File: config.mk
export PLATFORM = sky130hd
export DESIGN_NAME = a2bus_stream
export DESIGN_NICKNAME = d
export VERILOG_FILES = /design/src/design/a2cap_pkg.sv /design/src/design/bus_cycle_if.sv /design/src/design/capture_push_if.sv /design/src/design/capture_filter.sv /design/src/design/nibble_stream_fifo.sv /design/src/design/a2bus_stream.sv
export VERILOG_INCLUDE_DIRS = /design/src /design/src/design
export SDC_FILE = /design/constraint.sdc
export NUM_CORES = 1
export LEC_CHECK = 0
export BUFFER_PORTS_ARGS = -buffer_cell sky130_fd_sc_hd__clkbuf_2
export CORE_ASPECT_RATIO = 0.75
export CORE_MARGIN = 5
export CORE_UTILIZATION = 30
export CTS_CLUSTER_DIAMETER = 30
export DETAILED_ROUTE_END_ITERATION = 6
export SYNTH_ARGS = -nofsm -noshare
export SYNTH_HDL_FRONTEND = slang
export SYNTH_SLANG_ARGS = --single-unit
File: constraint.sdc
create_clock -name a2bus_if -period 9.8 [get_ports a2bus_if]
set_input_delay 0.98 -clock a2bus_if [delete_from_list [all_inputs] [get_ports a2bus_if]]
set_output_delay 0.98 -clock a2bus_if [all_outputs]
set_load 0.1 [all_outputs]
File: src/design/a2cap_consts.svh
// ----------------------------------------------------------------------
// Sizing constants for the bus capture FIFO and the nibble link
// Include wherever FIFO depth or link divide is needed
// ----------------------------------------------------------------------
`ifndef A2CAP_CONSTS_SVH
`define A2CAP_CONSTS_SVH

// Words held by the capture FIFO, keep a power of two
`define A2CAP_FIFO_DEPTH 16

// Occupancy count width, log2(depth) + 1
`define A2CAP_COUNT_W 5

// System cycles per nibble on the ESP32 link
`define A2CAP_QCLK_DIV 4

`endif

File: src/design/a2cap_pkg.sv
// ----------------------------------------------------------------------
// Shared types for the Apple II bus capture path
// ----------------------------------------------------------------------
`default_nettype none

package a2cap_pkg;

    // Selection modes of the capture filter
    typedef enum logic [2:0] {
        MODE_ALL      = 3'd0,
        MODE_IO       = 3'd1,   // $C000-$CFFF
        MODE_SYSTEM   = 3'd2,   // Zero page and stack page
        MODE_GRAPHICS = 3'd3,   // Text and hires pages
        MODE_ROM      = 3'd4,   // $D000 and up
        MODE_WRITES   = 3'd5,
        MODE_READS    = 3'd6,
        MODE_SPEAKER  = 3'd7    // $C030 only
    } capture_mode_e;

    typedef struct packed {
        logic       rw_n;
        logic       m2sel_n;
        logic       m2b0;
        logic       sw_gs;      // IIgs mode
        logic [3:0] reserved;
    } bus_flags_t;

    typedef struct packed {
        logic [15:0] addr;
        logic [7:0]  data;
        bus_flags_t  flags;
    } capture_fields_t;

    // Captured word, seen as raw bits by the link side
    typedef union packed {
        logic [31:0]     raw;
        capture_fields_t fields;
    } capture_word_u;

endpackage

`default_nettype wire

File: src/design/bus_cycle_if.sv
// ----------------------------------------------------------------------
// One sampled Apple II bus cycle, from the top level to the filter
// ----------------------------------------------------------------------
`timescale 1ns/1ps
`default_nettype none

interface bus_cycle_if;

    logic [15:0] addr;
    logic [7:0]  data;
    logic        rw_n;
    logic        m2sel_n;
    logic        m2b0;
    logic        sw_gs;
    logic        data_in_strobe;    // One pulse per bus cycle

    modport source (
        output addr, data, rw_n, m2sel_n, m2b0, sw_gs, data_in_strobe
    );

    modport sink (
        input addr, data, rw_n, m2sel_n, m2b0, sw_gs, data_in_strobe
    );

endinterface

`default_nettype wire

File: src/design/capture_push_if.sv
// ----------------------------------------------------------------------
// Packet push from the capture filter into the stream FIFO
// A word moves on each edge with push_valid high and full low
// ----------------------------------------------------------------------
`timescale 1ns/1ps
`default_nettype none

interface capture_push_if;
    import a2cap_pkg::*;

    logic          push_valid;
    capture_word_u push_word;
    logic          full;
    logic          almost_full;
    logic          empty;

    modport filter (output push_valid, push_word, input full, almost_full, empty);

    modport fifo (input push_valid, push_word, output full, almost_full, empty);

endinterface

`default_nettype wire

File: src/design/capture_filter.sv
// ----------------------------------------------------------------------
// Qualifies bus cycles by capture mode and holds the packed word
// until the stream FIFO takes it, also drives the status outputs
// ----------------------------------------------------------------------
`timescale 1ns/1ps
`default_nettype none

module capture_filter (
    input  logic                     a2bus_if,
    input  logic                     rst,
    bus_cycle_if.sink                bus,
    capture_push_if.filter           push,
    input  logic                     capture_enable,
    input  a2cap_pkg::capture_mode_e capture_mode,
    output logic                     activity_led,
    output logic                     overflow_led,
    output logic [7:0]               debug_status
);
    import a2cap_pkg::*;

    logic          bus_cycle;
    logic          mode_hit;
    logic          trigger;
    logic          trigger_r;
    capture_word_u word_c;

    // ------------------------------------------------------------------
    // Mode selection
    // ------------------------------------------------------------------
    assign bus_cycle = capture_enable & bus.data_in_strobe & ~bus.m2sel_n;

    always_comb begin
        mode_hit = 1'b0;
        case (capture_mode)
            MODE_ALL:      mode_hit = 1'b1;
            MODE_IO:       mode_hit = (bus.addr[15:12] == 4'hC);
            MODE_SYSTEM:   mode_hit = (bus.addr[15:9] == 7'h00);  // Pages 0 and 1
            MODE_GRAPHICS: mode_hit = (bus.addr[15:10] == 6'b000001) |
                                      (bus.addr[15:13] == 3'b001);
            MODE_ROM:      mode_hit = (bus.addr[15:12] >= 4'hD);
            MODE_WRITES:   mode_hit = ~bus.rw_n;
            MODE_READS:    mode_hit = bus.rw_n;
            MODE_SPEAKER:  mode_hit = (bus.addr == 16'hC030);
        endcase
    end

    assign trigger = bus_cycle & mode_hit;

    // Packet layout is address, data, then flags
    always_comb begin
        word_c.fields.addr           = bus.addr;
        word_c.fields.data           = bus.data;
        word_c.fields.flags.rw_n     = bus.rw_n;
        word_c.fields.flags.m2sel_n  = bus.m2sel_n;
        word_c.fields.flags.m2b0     = bus.m2b0;
        word_c.fields.flags.sw_gs    = bus.sw_gs;
        word_c.fields.flags.reserved = 4'b0000;
    end

    // ------------------------------------------------------------------
    // Hold register toward the FIFO
    // ------------------------------------------------------------------
    always_ff @(posedge a2bus_if) begin
        if (rst) begin
            push.push_valid <= 1'b0;
        end else if (trigger) begin
            push.push_valid <= 1'b1;            // New word replaces any held one
        end else if (~push.full) begin
            push.push_valid <= 1'b0;            // Accepted this edge
        end
    end

    always_ff @(posedge a2bus_if) begin
        if (trigger) begin
            push.push_word <= word_c;
        end
    end

    always_ff @(posedge a2bus_if) begin
        if (rst) begin
            trigger_r <= 1'b0;
        end else begin
            trigger_r <= trigger;
        end
    end

    // Status
    assign activity_led = trigger_r | ~push.empty;
    assign overflow_led = push.push_valid & push.full;

    assign debug_status = {
        push.full,
        push.almost_full,
        capture_enable,
        capture_mode,       // Bits 4:2
        push.push_valid,
        trigger_r
    };

endmodule

`default_nettype wire

File: src/design/nibble_stream_fifo.sv
// ----------------------------------------------------------------------
// Capture word FIFO and the 4-bit serializer toward the ESP32
// Each word leaves as eight nibbles, MSB first, framed on nibble 0
// ----------------------------------------------------------------------
`timescale 1ns/1ps
`default_nettype none

`include "a2cap_consts.svh"

module nibble_stream_fifo (
    input  logic          a2bus_if,
    input  logic          rst,
    capture_push_if.fifo  push,
    output logic          esp_qclk,
    output logic          esp_frame,
    output logic [3:0]    esp_qdata
);

    localparam int PTR_W    = $clog2(`A2CAP_FIFO_DEPTH);
    localparam int DIV_W    = $clog2(`A2CAP_QCLK_DIV);
    localparam int DIV_LAST = `A2CAP_QCLK_DIV - 1;
    localparam int DIV_FALL = `A2CAP_QCLK_DIV / 2 - 1;

    logic [31:0]               mem [`A2CAP_FIFO_DEPTH];
    logic [PTR_W-1:0]          wr_ptr;
    logic [PTR_W-1:0]          rd_ptr;
    logic [`A2CAP_COUNT_W-1:0] count;
    logic                      wr_en;
    logic                      rd_en;

    logic                      busy;
    logic [DIV_W-1:0]          div;
    logic [2:0]                nib_idx;
    logic [31:0]               shift_r;
    logic                      nib_end;
    logic                      word_done;

    // ------------------------------------------------------------------
    // Circular buffer
    // ------------------------------------------------------------------
    assign wr_en = push.push_valid & ~push.full;
    assign rd_en = ~push.empty & (~busy | word_done);

    assign push.full        = (count == `A2CAP_COUNT_W'(`A2CAP_FIFO_DEPTH));
    assign push.almost_full = (count >= `A2CAP_COUNT_W'(`A2CAP_FIFO_DEPTH - 2));
    assign push.empty       = (count == '0);

    always_ff @(posedge a2bus_if) begin
        if (wr_en) begin
            mem[wr_ptr] <= push.push_word.raw;
        end
    end

    always_ff @(posedge a2bus_if) begin
        if (rst) begin
            wr_ptr <= '0;
            rd_ptr <= '0;
            count  <= '0;
        end else begin
            if (wr_en) wr_ptr <= wr_ptr + 1'b1;     // Depth is a power of two
            if (rd_en) rd_ptr <= rd_ptr + 1'b1;
            case ({wr_en, rd_en})
                2'b10:   count <= count + 1'b1;
                2'b01:   count <= count - 1'b1;
                default: count <= count;
            endcase
        end
    end

    // ------------------------------------------------------------------
    // Nibble serializer
    // ------------------------------------------------------------------
    assign nib_end   = busy & (div == DIV_W'(DIV_LAST));
    assign word_done = nib_end & (nib_idx == 3'd7);

    always_ff @(posedge a2bus_if) begin
        if (rst) begin
            busy      <= 1'b0;
            div       <= '0;
            nib_idx   <= '0;
            esp_qclk  <= 1'b0;
            esp_frame <= 1'b0;
            esp_qdata <= 4'h0;
        end else if (rd_en) begin
            // Start of a word, may follow the last one directly
            busy      <= 1'b1;
            div       <= '0;
            nib_idx   <= '0;
            esp_qclk  <= 1'b1;
            esp_frame <= 1'b1;
            esp_qdata <= mem[rd_ptr][31:28];
        end else if (word_done) begin
            busy      <= 1'b0;                      // Nothing queued, go idle
            div       <= '0;
            nib_idx   <= '0;
            esp_qclk  <= 1'b0;
            esp_frame <= 1'b0;
            esp_qdata <= 4'h0;
        end else if (nib_end) begin
            div       <= '0;
            nib_idx   <= nib_idx + 1'b1;
            esp_qclk  <= 1'b1;
            esp_frame <= 1'b0;
            esp_qdata <= shift_r[27:24];
        end else if (busy) begin
            div <= div + 1'b1;
            if (div == DIV_W'(DIV_FALL)) esp_qclk <= 1'b0;  // Second half low
        end
    end

    always_ff @(posedge a2bus_if) begin
        if (rd_en) begin
            shift_r <= mem[rd_ptr];
        end else if (nib_end) begin
            shift_r <= {shift_r[27:0], 4'h0};
        end
    end

endmodule

`default_nettype wire

File: src/design/a2bus_stream.sv
// ----------------------------------------------------------------------
// Apple II bus capture top level with the ESP32 nibble link
// Plain bus pins in, filtered cycles streamed out as 32-bit words
// ----------------------------------------------------------------------
`timescale 1ns/1ps
`default_nettype none

module a2bus_stream (
    input  logic        a2bus_if,
    input  logic        rst,
    input  logic [15:0] addr,
    input  logic [7:0]  data,
    input  logic        rw_n,
    input  logic        m2sel_n,
    input  logic        m2b0,
    input  logic        sw_gs,
    input  logic        data_in_strobe,
    input  logic        capture_enable,
    input  logic [2:0]  capture_mode,
    output logic        esp_qclk,
    output logic        esp_frame,
    output logic [3:0]  esp_qdata,
    output logic        activity_led,
    output logic        overflow_led,
    output logic [7:0]  debug_status
);
    import a2cap_pkg::*;

    bus_cycle_if    bus_if ();
    capture_push_if push_if ();

    // Bus pins into the cycle interface
    assign bus_if.addr           = addr;
    assign bus_if.data           = data;
    assign bus_if.rw_n           = rw_n;
    assign bus_if.m2sel_n        = m2sel_n;
    assign bus_if.m2b0           = m2b0;
    assign bus_if.sw_gs          = sw_gs;
    assign bus_if.data_in_strobe = data_in_strobe;

    capture_filter capture_filter_inst (
        .a2bus_if       (a2bus_if),
        .rst            (rst),
        .bus            (bus_if.sink),
        .push           (push_if.filter),
        .capture_enable (capture_enable),
        .capture_mode   (capture_mode_e'(capture_mode)),
        .activity_led   (activity_led),
        .overflow_led   (overflow_led),
        .debug_status   (debug_status)
    );

    nibble_stream_fifo nibble_stream_fifo_inst (
        .a2bus_if  (a2bus_if),
        .rst       (rst),
        .push      (push_if.fifo),
        .esp_qclk  (esp_qclk),
        .esp_frame (esp_frame),
        .esp_qdata (esp_qdata)
    );

endmodule

`default_nettype wire

# --- Word-level counts from Yosys, hierarchy flattened ---
# Memories as Yosys holds them, arrays and structs flattened. A register that Yosys moved wholly into a read port is not among the register bits.
# Cells that the tools add are included.
word_totals:
  latchBits: 0
  romBits: 0
  ff_bits: 83
  output_inout_bits: 16
  memories: 1
  ram_bits: 448
  word_cells: 91
  in_bits: 35
mem_list:
  columns: ["name", "depth", "width", "read_ports", "rd_clocked_by_memory_dff", "wr", "line", "text"]
  rows:
  - ["nibble_stream_fifo_inst.mem", 16, 28, 1, 1, 1, "nibble_stream_fifo.sv:24", "logic [31:0] mem [`A2CAP_FIFO_DEPTH];"]
classes:
  n_mul: 0
  bitwise: 16
  mux: 23
  n_shift: 0
  reduce_logical: 12
  n_addsub: 6
  eq_ne: 18
  n_div: 0
  order_cmp: 2
op_table:
  columns: ["cell", "n"]
  rows:
  - ["$mux 28", 2]
  - ["$mux 4", 5]
  - ["$eq 16x16->1 const B", 1]
  - ["$eq 3x3->1 const B", 5]
  - ["$mux 1", 14]
  - ["$pmux 5 s2", 1]
  - ["$add 4x1->4 const B", 2]
  - ["$and 1x1->1", 8]
  - ["$pmux 1 s8", 1]
  - ["$reduce_bool 4->1", 2]
  - ["$logic_not 7->1", 1]
  - ["$eq 3x1->1 const B", 2]
  - ["$eq 3x2->1 const B", 2]
  - ["$eq 6x1->1 const B", 1]
  - ["$reduce_bool 2->1", 3]
  - ["$add 5x1->5 const B", 1]
  - ["$eq 5x5->1 const B", 1]
  - ["$ge 5x4->1 const B", 1]
  - ["$logic_not 5->1", 1]
  - ["$not 1->1", 5]
  - ["$sub 5x1->5 const B", 1]
  - ["$eq 2x1->1 const B", 2]
  - ["$eq 2x2->1 const B", 2]
  - ["$eq 4x4->1 const B", 1]
  - ["other kinds (10)", 12]

# --- Depth between registers and ports, before layout ---
# Gate-level depths: netlist of run 1.
logic_depth:
  ltp_word: 7
  mapped_depth: 15
  depth_no_buf: 12

# --- Modules after synthesis ---
# A second synthesis of run 1 with hierarchy kept.
hier_totals:
  cells_unflattened: 1142
  area_unflattened_um2: 23368.7
by_module_without_submodules:
  columns: ["module", "seq_area_each_um2", "cells_per_inst", "area_each_um2", "n_inst"]
  rows:
  - ["nibble_stream_fifo", 16796.1, 1069, 22178.8, 1]
  - ["capture_filter", 880.8, 73, 1189.9, 1]

# --- Worst setup path after synthesis of run 1 ---
# Ideal clock, no wire load.
synth_timing:
  kind: "reg2reg"
  start: "register nibble_stream_fifo_inst.count[4]"
  end: "memory nibble_stream_fifo_inst.mem[0][0] (netlist bit), enable pin"
  t_arrival_ns: 3.108
  t_required_ns: 9.352
  n_path_buf: 1
  path_stages_with_launch: 5
  setup_slack_ns: 6.244
  setup_time_ns: 0.448
  synth_period_minus_slack_ns: 3.556
  path_cell_list: "dfxtp_1 -> clkbuf_1 -> a21boi_1 -> nand2_1 -> nor3_1"
synth_between:
  elab_chain_cells: 5
synth_rtl:
  columns: ["element", "line", "text"]
  rows:
  - ["from (decl)", "nibble_stream_fifo.sv:27", "logic [`A2CAP_COUNT_W-1:0] count;"]
  - ["from (signal assigned)", "nibble_stream_fifo.sv:63", "2'b10: count <= count + 1'b1;"]
  - ["from (signal assigned)", "nibble_stream_fifo.sv:64", "2'b01: count <= count - 1'b1;"]
  - ["from (signal assigned)", "nibble_stream_fifo.sv:65", "default: count <= count;"]
  - ["$eq 5x5->1", "nibble_stream_fifo.sv:44", "assign push.full = (count == `A2CAP_COUNT_W'(`A2CAP_FIFO_DEPTH));"]
  - ["$not 1->1", null, null]
  - ["$and 1x1->1", "nibble_stream_fifo.sv:41", "assign wr_en = push.push_valid & ~push.full;"]
  - ["$mux 1", "nibble_stream_fifo.sv:49", "if (wr_en) begin"]
  - ["$mux 1 (not written as such)", "nibble_stream_fifo.sv:50", "mem[wr_ptr] <= push.push_word.raw;"]
  - ["to (decl)", "nibble_stream_fifo.sv:24", null]
# No other way between the ends.

# --- Worst setup path after layout of run 1 ---
layout_timing:
  start: "register nibble_stream_fifo_inst.div[0]"
  end: "register nibble_stream_fifo_inst.count[4]"
layout_between:
  elab_chain_cells: 7
  word_cells_on_any_way: 9
  cone_classes: "eq/ne (3); mux (1); bitwise (4); reduce/logical (1)"
layout_rtl:
  columns: ["element", "line", "text"]
  rows:
  - ["from (decl)", "nibble_stream_fifo.sv:32", "logic [DIV_W-1:0] div;"]
  - ["from (signal assigned)", "nibble_stream_fifo.sv:106", "div <= div + 1'b1;"]
  - ["$eq 2x2->1 *", "nibble_stream_fifo.sv:73", "assign nib_end = busy & (div == DIV_W'(DIV_LAST));"]
  - ["$and 1x1->1 *", "nibble_stream_fifo.sv:73", null]
  - ["$and 1x1->1 *", "nibble_stream_fifo.sv:74", "assign word_done = nib_end & (nib_idx == 3'd7);"]
  - ["$or 1x1->1 *", "nibble_stream_fifo.sv:42", "assign rd_en = ~push.empty & (~busy | word_done);"]
  - ["$and 1x1->1 *", "nibble_stream_fifo.sv:42", null]
  - ["$eq 2x1->1 / $eq 2x2->1 (equally long branches)", "nibble_stream_fifo.sv:62", "case ({wr_en, rd_en})"]
  - ["$pmux 5 s2 / $reduce_bool 2->1 (equally long branches)", null, null]
# Mark *: on every way between the ends. The rest lies on a longest branch, timed or not.
# A chain may end at the register's enable or synchronous reset.

==> results of run 1 <==
## cells in the final DEF, fill, tap and decap left out, types with 9 or more instances in the layout
cell type,netlist,routed
a211oi_1,30,30
a21oi_1,36,36
buf_4,18,24
bufinv_16,0,9
clkbuf_16,0,88
clkbuf_2,0,50
clkinv_1,0,9
clkinv_2,0,14
clkinvlp_4,0,10
dfxtp_1,31,27
edfxtp_1,500,500
ha_1,12,12
inv_6,0,13
mux2_2,22,22
mux4_2,112,112
nand2_1,13,13
nand2b_1,9,9
nor2_1,34,22
nor2_4,0,12
nor2b_1,30,30
o22ai_1,20,20
## per-layer routing
metal / global-route usage / wire length, um / vias to the layer above
li1: - / - / 4438
met1: 0.179 / 20900 / 5373
met2: 0.200 / 22600 / 400
met3: 0.0384 / 4190 / 68
met4: 0.0336 / 935 / 0
met5: 0 / 0 / -
## kinds of logic (layout without fill, tap and decap cells)
family / count (synthesis) / in the layout / share of synthesized area
flip-flops: 531 / 531 / 0.755
multiplexers: 141 / 141 / 0.137
AO/OA/AOI/OAI: 128 / 128 / 0.0436
AND/OR/NAND/NOR: 124 / 124 / 0.0326
buffers and inverters: 73 / 240 / 0.0200
adder cells (fa/ha/maj): 12 / 12 / 0.00725
XOR/XNOR: 11 / 11 / 0.00465
## worst max path at each step
stage,start,to,slack (ps),cells after the start
floorplan,nibble_stream_fifo_inst.count[4]$_SDFFE_PP0P_,nibble_stream_fifo_inst.mem[0][0]$_DFFE_PP_,6240,4
global placement,nibble_stream_fifo_inst.div[0]$_SDFFE_PP0P_,nibble_stream_fifo_inst.count[4]$_SDFFE_PP0P_,5720,11
detailed placement,nibble_stream_fifo_inst.div[0]$_SDFFE_PP0P_,nibble_stream_fifo_inst.count[4]$_SDFFE_PP0P_,5670,11
CTS,nibble_stream_fifo_inst.div[0]$_SDFFE_PP0P_,nibble_stream_fifo_inst.count[4]$_SDFFE_PP0P_,5660,11
global route,nibble_stream_fifo_inst.div[0]$_SDFFE_PP0P_,nibble_stream_fifo_inst.count[4]$_SDFFE_PP0P_,5340,11
finish,nibble_stream_fifo_inst.div[0]$_SDFFE_PP0P_,nibble_stream_fifo_inst.count[4]$_SDFFE_PP0P_,5630,11
## worst max-delay path: stages, from the launching register on
cell and delay (ps):
dfxtp_1 380, ha_1 430, a21bo_2 360, o21ai_4 140, inv_2 760, ha_1 510
xor2_1 180, ha_1 230, a21oi_1 80, or3b_2 450, a31oi_1 190, mux2_2 350
## report_power, final
part / total, W / internal, W / switching (W)
combinational: 0.00113 / 0.000393 / 0.000733
sequential: 0.00275 / 0.00262 / 0.000127
clock: 0.00300 / 0.00190 / 0.00110
## flip-flops by register name (all words and copies together) (netlist names), named ones only
| register | count |
|---|---|
| nibble_stream_fifo_inst.div | 2 |
| nibble_stream_fifo_inst.esp_qclk | 1 |
| capture_filter_inst.trigger_r | 1 |
| nibble_stream_fifo_inst.count | 5 |
| capture_filter_inst.push.push_word | 28 |
| nibble_stream_fifo_inst.wr_ptr | 4 |
| nibble_stream_fifo_inst.busy | 1 |
| capture_filter_inst.push.push_valid | 1 |
| nibble_stream_fifo_inst.shift_r | 24 |
| nibble_stream_fifo_inst.esp_frame | 1 |
| nibble_stream_fifo_inst.rd_ptr | 4 |
| nibble_stream_fifo_inst.esp_qdata | 4 |
| nibble_stream_fifo_inst.nib_idx | 3 |
| nibble_stream_fifo_inst.mem | 448 |
## area by class of cell
cell class | count | area, um^2 | share of cell area
Timing Repair Buffer | 74 | 430 | 0.0173
Clock inverter | 68 | 707 | 0.0284
Multi-Input combinational cell | 416 | 4790 | 0.192
Clock buffer | 89 | 2210 | 0.0885
Tap cell | 892 | 1120 | 0.0448
Inverter | 9 | 33.8 | 0.00135
Sequential cell | 531 | 15700 | 0.628
## stage by stage
| step | total power [W] | utilization | worst slack, ps | hold WS, ps |
|---|---|---|---|---|
| 2_1_floorplan | 0.00365 | - | 6240 | 439 |
| 3_3_place_gp | 0.00390 | 0.322 | 5720 | 448 |
| 3_5_place_dp | 0.00392 | 0.322 | 5670 | 464 |
| 4_1_cts | 0.00693 | 0.364 | 5660 | 471 |
| 5_1_grt | 0.00714 | 0.364 | 5340 | 498 |
| 6_report | 0.00688 | 0.364 | 5630 | 475 |
==> summary.txt, run 1 <==
Status
  • Status: finished, final reports clean

Run
  • Max Cap Viol: 0

Setup path
  • FF-to-FF Start: nibble_stream_fifo_inst.div[0]$_SDFFE_PP0P_
  • Max FO, Critical Path: 49
  • WS Path Type: reg -> reg
  • Crit end category: flop
  • FF-to-FF End: nibble_stream_fifo_inst.count[4]$_SDFFE_PP0P_
  • CP Launch Type: flop
  • CP Data Arrival Time: about 4700 ps
  • FF-to-FF path depth: 11
  • CP Data Required Time: ~10000 ps
  • Worst R2R Setup Slack: approximately 5600 ps

Clock tree
  • Clk buf depth: 3
  • Inserted Clock Buffers: 85
  • # H-tree levels: 3
  • Number of hold buffers added after cts: 0
  • CTS tree: done
  • Post-CTS setup buffer count: 0
  • TritonCTS Sinks: roughly 530
  • Later-pin clock latency in the skew report: roughly 600 ps
  • CTS resizes: 0
  • CTS root buf: clkbuf_16
  • Clock-pin slew on the worst setup and hold paths: roughly 50 ps

Route
  • Initial DRC Count: ~950
  • DRC Markers: 0
  • Total length of routed wires: 48.6 mm
  • Via count: slightly above 10000
  • Wire per inst: approximately 23 um
  • Antenna Violating Nets Remaining: 0
  • Drt via density: about 4.9
  • DR pass1 iterations: 5

Logic synthesis
  • Async S/R FF share, synth: 0
  • Mapped Cells: a little over 1000
  • Sequential area share after synthesis: 0.755
  • Syn avg cell area: a little over 20 um^2
  • Count leader, synth: edfxtp_1
  • Post-synth EDFFs: 500
  • Most used flip-flop cell after synthesis: edfxtp_1
  • Unique masters post-synth: 56
  • Synth top cells by count: edfxtp_1 (500), mux4_2 (112), a21oi_1 (36)
  • Post-Syn Nets: approximately 1100
  • Post-Syn Area: around 21000 um^2
  • Area contributors post-synth: edfxtp_1 (72%), mux4_2 (12%), dfxtp_1 (3.0%)
  • Yosys warning count: 0
  • Synth Register Bits: 531
  • Synth area leader: edfxtp_1
  • Post-synth top area share: 0.725

Cells and area
  • Final #Nets: about 1200
  • Area Overhead vs Synth: 20.4%
  • Layout fillers: 6171
  • Final Instance Area: ~25000 um^2
  • Fin cells: around 2100
  • Share of cells above drive strength 1: 0.327
  • # diodes: 0

GRT
  • Initial antenna violation count: 2
  • Largest net degree at the start of global routing: 54
  • Global-route wire length before repair: 71.2 mm
  • Vias in the first global route: around 11000
  • GRT Util Overall: 0.129
  • Grt ovf: 0

Timing
  • Final period util: 0.426
  • Fmax: around 240 MHz
  • Max-slew violations: 0
  • Final setup TNS: 0 ps
  • RSZ-0062 raised after global routing: false
  • Worst Tran Pin Value: 1180 ps
  • Tmin final: 4170 ps
  • Clk_skew: 15.4 ps
  • Slew headroom: 0.210
  • Final hold violation count: 0
  • Final setup vio count: 0

Placed design
  • Cell count after placement: around 1900
  • Number of buffers added on ports: 50
  • Placed Area: approximately 22000 um^2
  • Gpl congestion: 0.747
  • Post-DP HPWL: 26.7 mm

Floorplan
  • Die ar.: ~74000 um^2
  • I/O pins: 51
  • Chip Width: around 310 um
  • Row cnt: 83
  • Core area: ~68000 um^2
  • Initial Util: 0.303
  • Die height: 238 um

Power
  • VDD IR max: around 0.00013 V
  • Leak Pwr: 7.82 nW
  • Cell area power density: approximately 280 nW/um^2

Min path
  • Hold Startpoint: nibble_stream_fifo_inst.nib_idx[1]$_SDFFE_PP0P_
  • Hold Path Stages: 2
  • Worst hold-check path type: reg -> reg
  • Hold EP: nibble_stream_fifo_inst.nib_idx[1]$_SDFFE_PP0P_
(Power assumes the default switching activity.)
==> run 2, diff against run 1 <==
==> constraint.sdc (replaced) <==
create_clock -name a2bus_if -period 4.15 [get_ports a2bus_if]
set_input_delay 0.415 -clock a2bus_if [delete_from_list [all_inputs] [get_ports a2bus_if]]
set_output_delay 0.415 -clock a2bus_if [all_outputs]
set_load 0.1 [all_outputs]
==> run 2 against run 1 <==
Effect of this change: power grew 130%; fmax increased by 23%; critical endpoint unchanged; sequential power grew 140%; die area unchanged; design area up 0.58%; hold slack worse by 430 ps; global-route usage up 0.25 points; routed wire length rose by 1.2%; flip-flop and latch count unchanged; critical path depth shrank 1.
==> summary.txt, run 2 (synthesized netlist as in run 1, its figures left out) <==
Route
  • Via count: 10500 (was 10300)
  • Drt via density: 4.99 (was 4.94)
  • Antenna Violating Nets Remaining: 0 (unchanged)
  • Total length of routed wires: 49.2 mm (was 48.6 mm)
  • DRC Markers: 0 (unchanged)
  • Initial DRC Count: 1170 (was 953)
  • Wire per inst: 23.5 um (was 23.4 um)
  • DR pass1 iterations: 5 (unchanged)

Setup path
  • FF-to-FF End: nibble_stream_fifo_inst.count[4]$_SDFFE_PP0P_ (unchanged)
  • Most used cell, CP: ha_1 (unchanged)
  • FF-to-FF Start: nibble_stream_fifo_inst.count[1]$_SDFFE_PP0P_ (was nibble_stream_fifo_inst.div[0]$_SDFFE_PP0P_)
  • Crit path cell chain: or4_4 > o21ai_4 > inv_2 > ha_1 > xor2_1 > ha_1 > a21oi_1 > or3b_2 > a31oi_1 > mux2_2 (was ha_1 > a21bo_2 > o21ai_4 > inv_2 > ha_1 > xor2_1 > ha_1 > a21oi_1 > or3b_2 > a31oi_1 > mux2_2)
  • Crit end category: flop (unchanged)
  • CP peak stage delay: 670 ps (was 760 ps)
  • CP Data Required Time: 4640 ps (was 10290 ps)
  • Slowest-stage cell, CP: or4_4 (was inv_2)
  • Max FO, Critical Path: 11 (was 49)
  • WS Path Type: reg -> reg (unchanged)
  • FF-to-FF path depth: 10 (was 11)
  • CP delay by family, top: simple AND/OR/NAND/NOR gates (was adder cells)
  • Worst R2R Setup Slack: 770 ps (was 5630 ps)
  • CP Launch Type: flop (unchanged)
  • CP Data Arrival Time: 3880 ps (was 4670 ps)
  • Bufs and invs on worst path: 1 (unchanged)

Placed design
  • Gpl congestion: 0.753 (was 0.747)
  • Post-DP HPWL: 27.9 mm (was 26.7 mm)
  • Number of buffers added on ports: 50 (unchanged)

GRT
  • Initial antenna violation count: 0 (was 2)
  • Vias in the first global route: 10800 (was 10600)
  • GRT Util Overall: 0.131 (was 0.129)
  • Global-route wire length before repair: 73.1 mm (was 71.2 mm)
  • Largest net degree at the start of global routing: 57 (was 54)
  • Grt ovf: 0 (unchanged)

Status
  • Status: finished, final reports clean (unchanged)

Floorplan
  • Row cnt: 83 (unchanged)
  • I/O pins: 51 (unchanged)
  • Core area: 68400 um^2 (unchanged)
  • Die height: 238 um (unchanged)
  • Chip Width: 313 um (unchanged)
  • Initial Util: 0.303 (unchanged)
  • Die ar.: 74500 um^2 (unchanged)

Min path
  • Hold Startpoint: data[7] (was nibble_stream_fifo_inst.nib_idx[1]$_SDFFE_PP0P_)
  • Hold EP: capture_filter_inst.push.push_word[15]$_DFFE_PP_ (was nibble_stream_fifo_inst.nib_idx[1]$_SDFFE_PP0P_)
  • Hold Path Stages: 1 (was 2)
  • Worst hold-check path type: in -> reg (was reg -> reg)

Cells and area
  • Most common cell after layout, fill and taps aside: edfxtp_1 (unchanged)
  • Area Overhead vs Synth: 21.1% (was 20.4%)
  • Max reg flops: 448 (unchanged)
  • Largest regs: nibble_stream_fifo_inst.mem (448), capture_filter_inst.push.push_word (28), nibble_stream_fifo_inst.shift_r (24) (unchanged)
  • # diodes: 0 (unchanged)
  • Final #Nets: 1184 (was 1164)
  • Share of cells above drive strength 1: 0.322 (was 0.327)
  • Highest-count cells in the layout ignoring fill and taps: edfxtp_1 (500), mux4_2 (112), clkbuf_16 (85), clkbuf_2 (50), a21oi_1 (36) (was edfxtp_1 (500), mux4_2 (112), clkbuf_16 (88), clkbuf_2 (50), a21oi_1 (36))
  • Most flop-heavy register: nibble_stream_fifo_inst.mem (unchanged)

Timing
  • Worst Tran Pin Value: 1040 ps (was 1180 ps)
  • Final period util: 0.815 (was 0.426)
  • Fmax: 296 MHz (was 240 MHz)
  • Final setup vio count: 0 (unchanged)
  • RSZ-0062 raised after global routing: false (unchanged)
  • Final hold violation count: 0 (unchanged)
  • Final setup TNS: 0 ps (unchanged)
  • Clk_skew: 15.5 ps (was 15.4 ps)
  • Final hold slack: 44.5 ps (was 475 ps)
  • Slew headroom: 0.300 (was 0.210)
  • Tmin final: 3380 ps (was 4170 ps)
  • Max-slew violations: 0 (unchanged)

Run
  • Max Cap Viol: 0 (unchanged)

Power
  • VDD IR max: 0.000382 V (was 0.000130 V)
  • Leak Pwr: 7.88 nW (was 7.82 nW)
  • Cell area power density: 643 nW/um^2 (was 276 nW/um^2)

Clock tree
  • Inserted Clock Buffers: 84 (was 85)
  • Clk buf depth: 3 (unchanged)
  • Post-CTS setup buffer count: 0 (unchanged)
  • # H-tree levels: 3 (unchanged)
  • CTS tree: done (unchanged)
  • Later-pin clock latency in the skew report: 610 ps (was 600 ps)
  • CTS resizes: 0 (unchanged)
  • TritonCTS Sinks: 531 (unchanged)
  • Number of hold buffers added after cts: 12 (was 0)
  • Clock-pin slew on the worst setup and hold paths: 60 ps (was 50 ps)
  • CTS root buf: clkbuf_16 (unchanged)
-- run 2: area by class of cell --
class	instances	area, um^2
inverter	9	33.8
clock buffer	96	2180
tap	892	1120
timing repair buffer	95	681
multi-input combinational	416	4790
fill	6231	43400
sequential	531	15700
clock inverter	58	629
-- run 2: stage by stage --
stage,cells,utilization,setup WS [ps],power (W),instance area [um^2]
6_report,2097,0.366,768,0.0161,25100
5_1_grt,2097,0.366,465,0.0168,25100
4_1_cts,2097,0.366,776,0.0163,25100
3_5_place_dp,1931,0.324,806,0.00930,22200
3_3_place_gp,1931,0.324,886,0.00927,22200
2_1_floorplan,1020,-,594,0.00862,20700
-- run 2: how the worst max path moves through the flow --
stage / depth (start not counted) / from / slack, ps / end
5_1_grt: 10 / nibble_stream_fifo_inst.count[1]$_SDFFE_PP0P_ / 470 / nibble_stream_fifo_inst.count[4]$_SDFFE_PP0P_
4_1_cts: 10 / nibble_stream_fifo_inst.count[1]$_SDFFE_PP0P_ / 780 / nibble_stream_fifo_inst.count[4]$_SDFFE_PP0P_
2_1_floorplan: 4 / nibble_stream_fifo_inst.count[4]$_SDFFE_PP0P_ / 590 / nibble_stream_fifo_inst.mem[0][0]$_DFFE_PP_
6_report: 10 / nibble_stream_fifo_inst.count[1]$_SDFFE_PP0P_ / 770 / nibble_stream_fifo_inst.count[4]$_SDFFE_PP0P_
3_5_place_dp: 10 / nibble_stream_fifo_inst.count[1]$_SDFFE_PP0P_ / 810 / nibble_stream_fifo_inst.count[4]$_SDFFE_PP0P_
3_3_place_gp: 10 / nibble_stream_fifo_inst.count[1]$_SDFFE_PP0P_ / 890 / nibble_stream_fifo_inst.count[4]$_SDFFE_PP0P_
-- run 2: power by group --
part	leakage [nW]	internal (W)	switching (W)	total (W)
Combinational	1.75	0.000974	0.00171	0.00268
Clock	1.36	0.00425	0.00266	0.00691
Sequential	4.76	0.00620	0.000323	0.00652
Total	7.88	0.0114	0.00469	0.0161
-- run 2: layer usage --
layer	track usage	vias to the layer above	share of wire
li1	-	4483	-
met1	0.194	5532	0.46
met2	0.199	375	0.46
met3	0.0290	67	0.064
met4	0.0340	0	0.016
met5	0	-	0
-- run 2: worst reg2reg max path, stage by stage, from the launching register on --
cell	delay, ps
dfxtp_1	390
or4_4	670
o21ai_4	320
inv_2	70
ha_1	290
xor2_1	180
ha_1	240
a21oi_1	100
or3b_2	460
a31oi_1	220
mux2_2	350
==> run 3, diff against run 2 <==
==> constraint.sdc (replaced) <==
create_clock -name a2bus_if -period 3.2 [get_ports a2bus_if]
set_input_delay 0.32 -clock a2bus_if [delete_from_list [all_inputs] [get_ports a2bus_if]]
set_output_delay 0.32 -clock a2bus_if [all_outputs]
set_load 0.1 [all_outputs]
==> run 3 against run 2 <==
Effect of this change: register-to-register slack got worse by 670 ps; first-iteration DRC count decreased by 8.5%; sequential power increased by 28%; clock power increased by 26%; worst setup slack got worse by 670 ps; die area unchanged; highest routed layer unchanged; non-clock buffer count increased by 23; clock skew increased by 5.7 ps; routed wire length decreased by 1.2%; core utilization increased by 0.29 points.
==> summary.txt, run 3 (synthesized netlist as in run 1, its figures left out) <==
Status
  • Status: finished, final reports clean (unchanged)

Timing
  • Final hold violation count: 0 (unchanged)
  • Tmin final: 3110 ps (was 3380 ps)
  • Final period util: 0.970 (was 0.815)
  • Slew headroom: 0.448 (was 0.300)
  • Max-slew violations: 0 (unchanged)
  • RSZ-0062 raised after global routing: false (unchanged)
  • Final worst slack: 94.8 ps (was 768 ps)
  • Fmax: 322 MHz (was 296 MHz)
  • Worst Tran Pin Value: 826 ps (was 1040 ps)
  • Final setup TNS: 0 ps (unchanged)
  • Clk_skew: 21.3 ps (was 15.5 ps)
  • Final setup vio count: 0 (unchanged)

Power
  • Pint: 0.0148 W (was 0.0114 W)
  • Combinational Power Share: 0.177 (was 0.166)
  • Leak Pwr: 7.94 nW (was 7.88 nW)
  • VDD IR max: 0.000425 V (was 0.000382 V)
  • Sequential share of power: 0.403 (was 0.405)
  • Cell area power density: 822 nW/um^2 (was 643 nW/um^2)
  • Switching power: 0.00598 W (was 0.00469 W)
  • Clock Power Share: 0.420 (was 0.429)
  • Sw frac: 0.288 (was 0.291)
  • Pwr Total: 0.0208 W (was 0.0161 W)

Floorplan
  • Die ar.: 74500 um^2 (unchanged)
  • Die height: 238 um (unchanged)
  • I/O pins: 51 (unchanged)
  • Core area: 68400 um^2 (unchanged)
  • Chip Width: 313 um (unchanged)
  • Row cnt: 83 (unchanged)
  • Initial Util: 0.303 (unchanged)

Clock tree
  • CTS tree: done (unchanged)
  • Post-CTS setup buffer count: 0 (unchanged)
  • # H-tree levels: 3 (unchanged)
  • Clock-pin slew on the worst setup and hold paths: 50 ps (was 60 ps)
  • Inserted Clock Buffers: 79 (was 84)
  • Later-pin clock latency in the skew report: 590 ps (was 610 ps)
  • TritonCTS Sinks: 531 (unchanged)
  • Clk buf depth: 3 (unchanged)
  • CTS root buf: clkbuf_16 (unchanged)

Route
  • Antenna Violating Nets Remaining: 0 (unchanged)
  • Initial DRC Count: 1070 (was 1170)
  • Via count: 10500 (about the same)
  • DR pass1 iterations: 5 (unchanged)
  • Wire per inst: 23.0 um (was 23.5 um)
  • DRC Markers: 0 (unchanged)
  • Total length of routed wires: 48.6 mm (was 49.2 mm)
  • Drt via density: 4.97 (was 4.99)

GRT
  • GRT Util Overall: 0.130 (was 0.131)
  • Initial antenna violation count: 1 (was 0)
  • Vias in the first global route: 10900 (was 10800)
  • Largest net degree at the start of global routing: 48 (was 57)
  • Grt ovf: 0 (unchanged)
  • Global-route wire length before repair: 72.5 mm (was 73.1 mm)

Setup path
  • CP Data Required Time: 3680 ps (was 4640 ps)
  • CP peak stage delay: 670 ps (about the same)
  • Crit path cell chain: nor4_1 > a21boi_1 > inv_1 > ha_1 > xor2_1 > ha_2 > a21oi_1 > or3b_2 > a31oi_1 > mux2_2 (was or4_4 > o21ai_4 > inv_2 > ha_1 > xor2_1 > ha_1 > a21oi_1 > or3b_2 > a31oi_1 > mux2_2)
  • CP Data Arrival Time: 3590 ps (was 3880 ps)
  • Crit end category: flop (unchanged)
  • CP Launch Type: flop (unchanged)
  • Max FO, Critical Path: 10 (was 11)
  • Slowest-stage cell, CP: nor4_1 (was or4_4)
  • WS Path Type: reg -> reg (unchanged)

Placed design
  • Number of buffers added on ports: 50 (unchanged)
  • Gpl congestion: 0.760 (was 0.753)
  • Post-DP HPWL: 28.7 mm (was 27.9 mm)
  • Pre-CTS WS: 203 ps (was 806 ps)
  • Cell count after placement: 1948 (was 1931)

Cells and area
  • Most flop-heavy register: nibble_stream_fifo_inst.mem (unchanged)
  • Area Overhead vs Synth: 22.0% (was 21.1%)
  • Max reg flops: 448 (unchanged)
  • Share of cells above drive strength 1: 0.326 (was 0.322)
  • Layout Utilization: 0.369 (was 0.366)
  • Most common cell after layout, fill and taps aside: edfxtp_1 (unchanged)
  • Largest regs: nibble_stream_fifo_inst.mem (448), capture_filter_inst.push.push_word (28), nibble_stream_fifo_inst.shift_r (24) (unchanged)
  • Highest-count cells in the layout ignoring fill and taps: edfxtp_1 (500), mux4_2 (112), clkbuf_16 (81), clkbuf_2 (50), buf_4 (39) (was edfxtp_1 (500), mux4_2 (112), clkbuf_16 (85), clkbuf_2 (50), a21oi_1 (36))
  • Final #Nets: 1202 (was 1184)
  • Fin cells: 2112 (was 2097)

Min path
  • Worst hold-check path type: in -> reg (unchanged)

Run
  • Max Cap Viol: 0 (unchanged)
## run 3: changes by cell type in the layout (fill, tap and decap cells not counted), sizes merged
cell         delta
buf            +17
clkbuf         -11
dlygate4sd3     +6
bufinv          +2
clkinv          +2
clkinvlp        -2
diode           +1
## run 3: power groups by stage
stage | logic (W) | registers, W | clock network, W
after global routing | 0.00396 | 0.00842 | 0.00921
after CTS | 0.00370 | 0.00838 | 0.00888
after detailed placement | 0.00368 | 0.00851 | 0
after global placement | 0.00361 | 0.00851 | 0
final | 0.00368 | 0.00837 | 0.00873
after floorplan | 0.00270 | 0.00852 | 0
## run 3: what timing repair did
item / CTS / global route
hold buffers: 18 / 0
hold endpoints to repair: 18 / 0
resized for setup: 0 / 0
## run 3: layer usage
metal | track usage | routed length [um]
met5 | 0 | 0
met4 | 0.0296 | 857
met3 | 0.0359 | 3530
met2 | 0.201 | 22200
met1 | 0.185 | 22100
## run 3: layout make-up
cell class	count	area (um^2)
sequential	531	15700
multi-input combinational	416	4820
fill	6197	43200
antenna	1	2.50
clock buffer	85	2040
inverter	9	33.8
timing repair buffer	118	943
tap	892	1120
clock inverter	60	668
## run 3: worst paths after layout
kind              cells after the start  slack [ps]                                                to                                       startpoint
hold reg to reg                       2         480   nibble_stream_fifo_inst.nib_idx[2]$_SDFFE_PP0P_  nibble_stream_fifo_inst.nib_idx[2]$_SDFFE_PP0P_
setup / recovery                     10          90     nibble_stream_fifo_inst.count[4]$_SDFFE_PP0P_    nibble_stream_fifo_inst.count[1]$_SDFFE_PP0P_
setup reg to reg                     10          90     nibble_stream_fifo_inst.count[4]$_SDFFE_PP0P_    nibble_stream_fifo_inst.count[1]$_SDFFE_PP0P_
hold / removal                        1          30  capture_filter_inst.push.push_word[18]$_DFFE_PP_                                          addr[2]
## run 3: metrics by stage
step | hold WS, ps | instance area, um^2
2_1_floorplan | 419 | 20700
4_1_cts | 7.18 | 25300
5_1_grt | 10.8 | 25300
3_3_place_gp | 447 | 22400
3_5_place_dp | 454 | 22400
6_report | 26.6 | 25300
## run 3: critical path: cells and delay by family, from the launching register on
kind | cells | cell delay, ps
adders and majority gates | 2 | 430
xor gates and xnor gates | 1 | 180
buffers and inverters | 1 | 110
DFF | 1 | 400
AOI/OAI and AO/OA | 3 | 410
and+or+nand+nor | 2 | 1110
muxes | 1 | 350
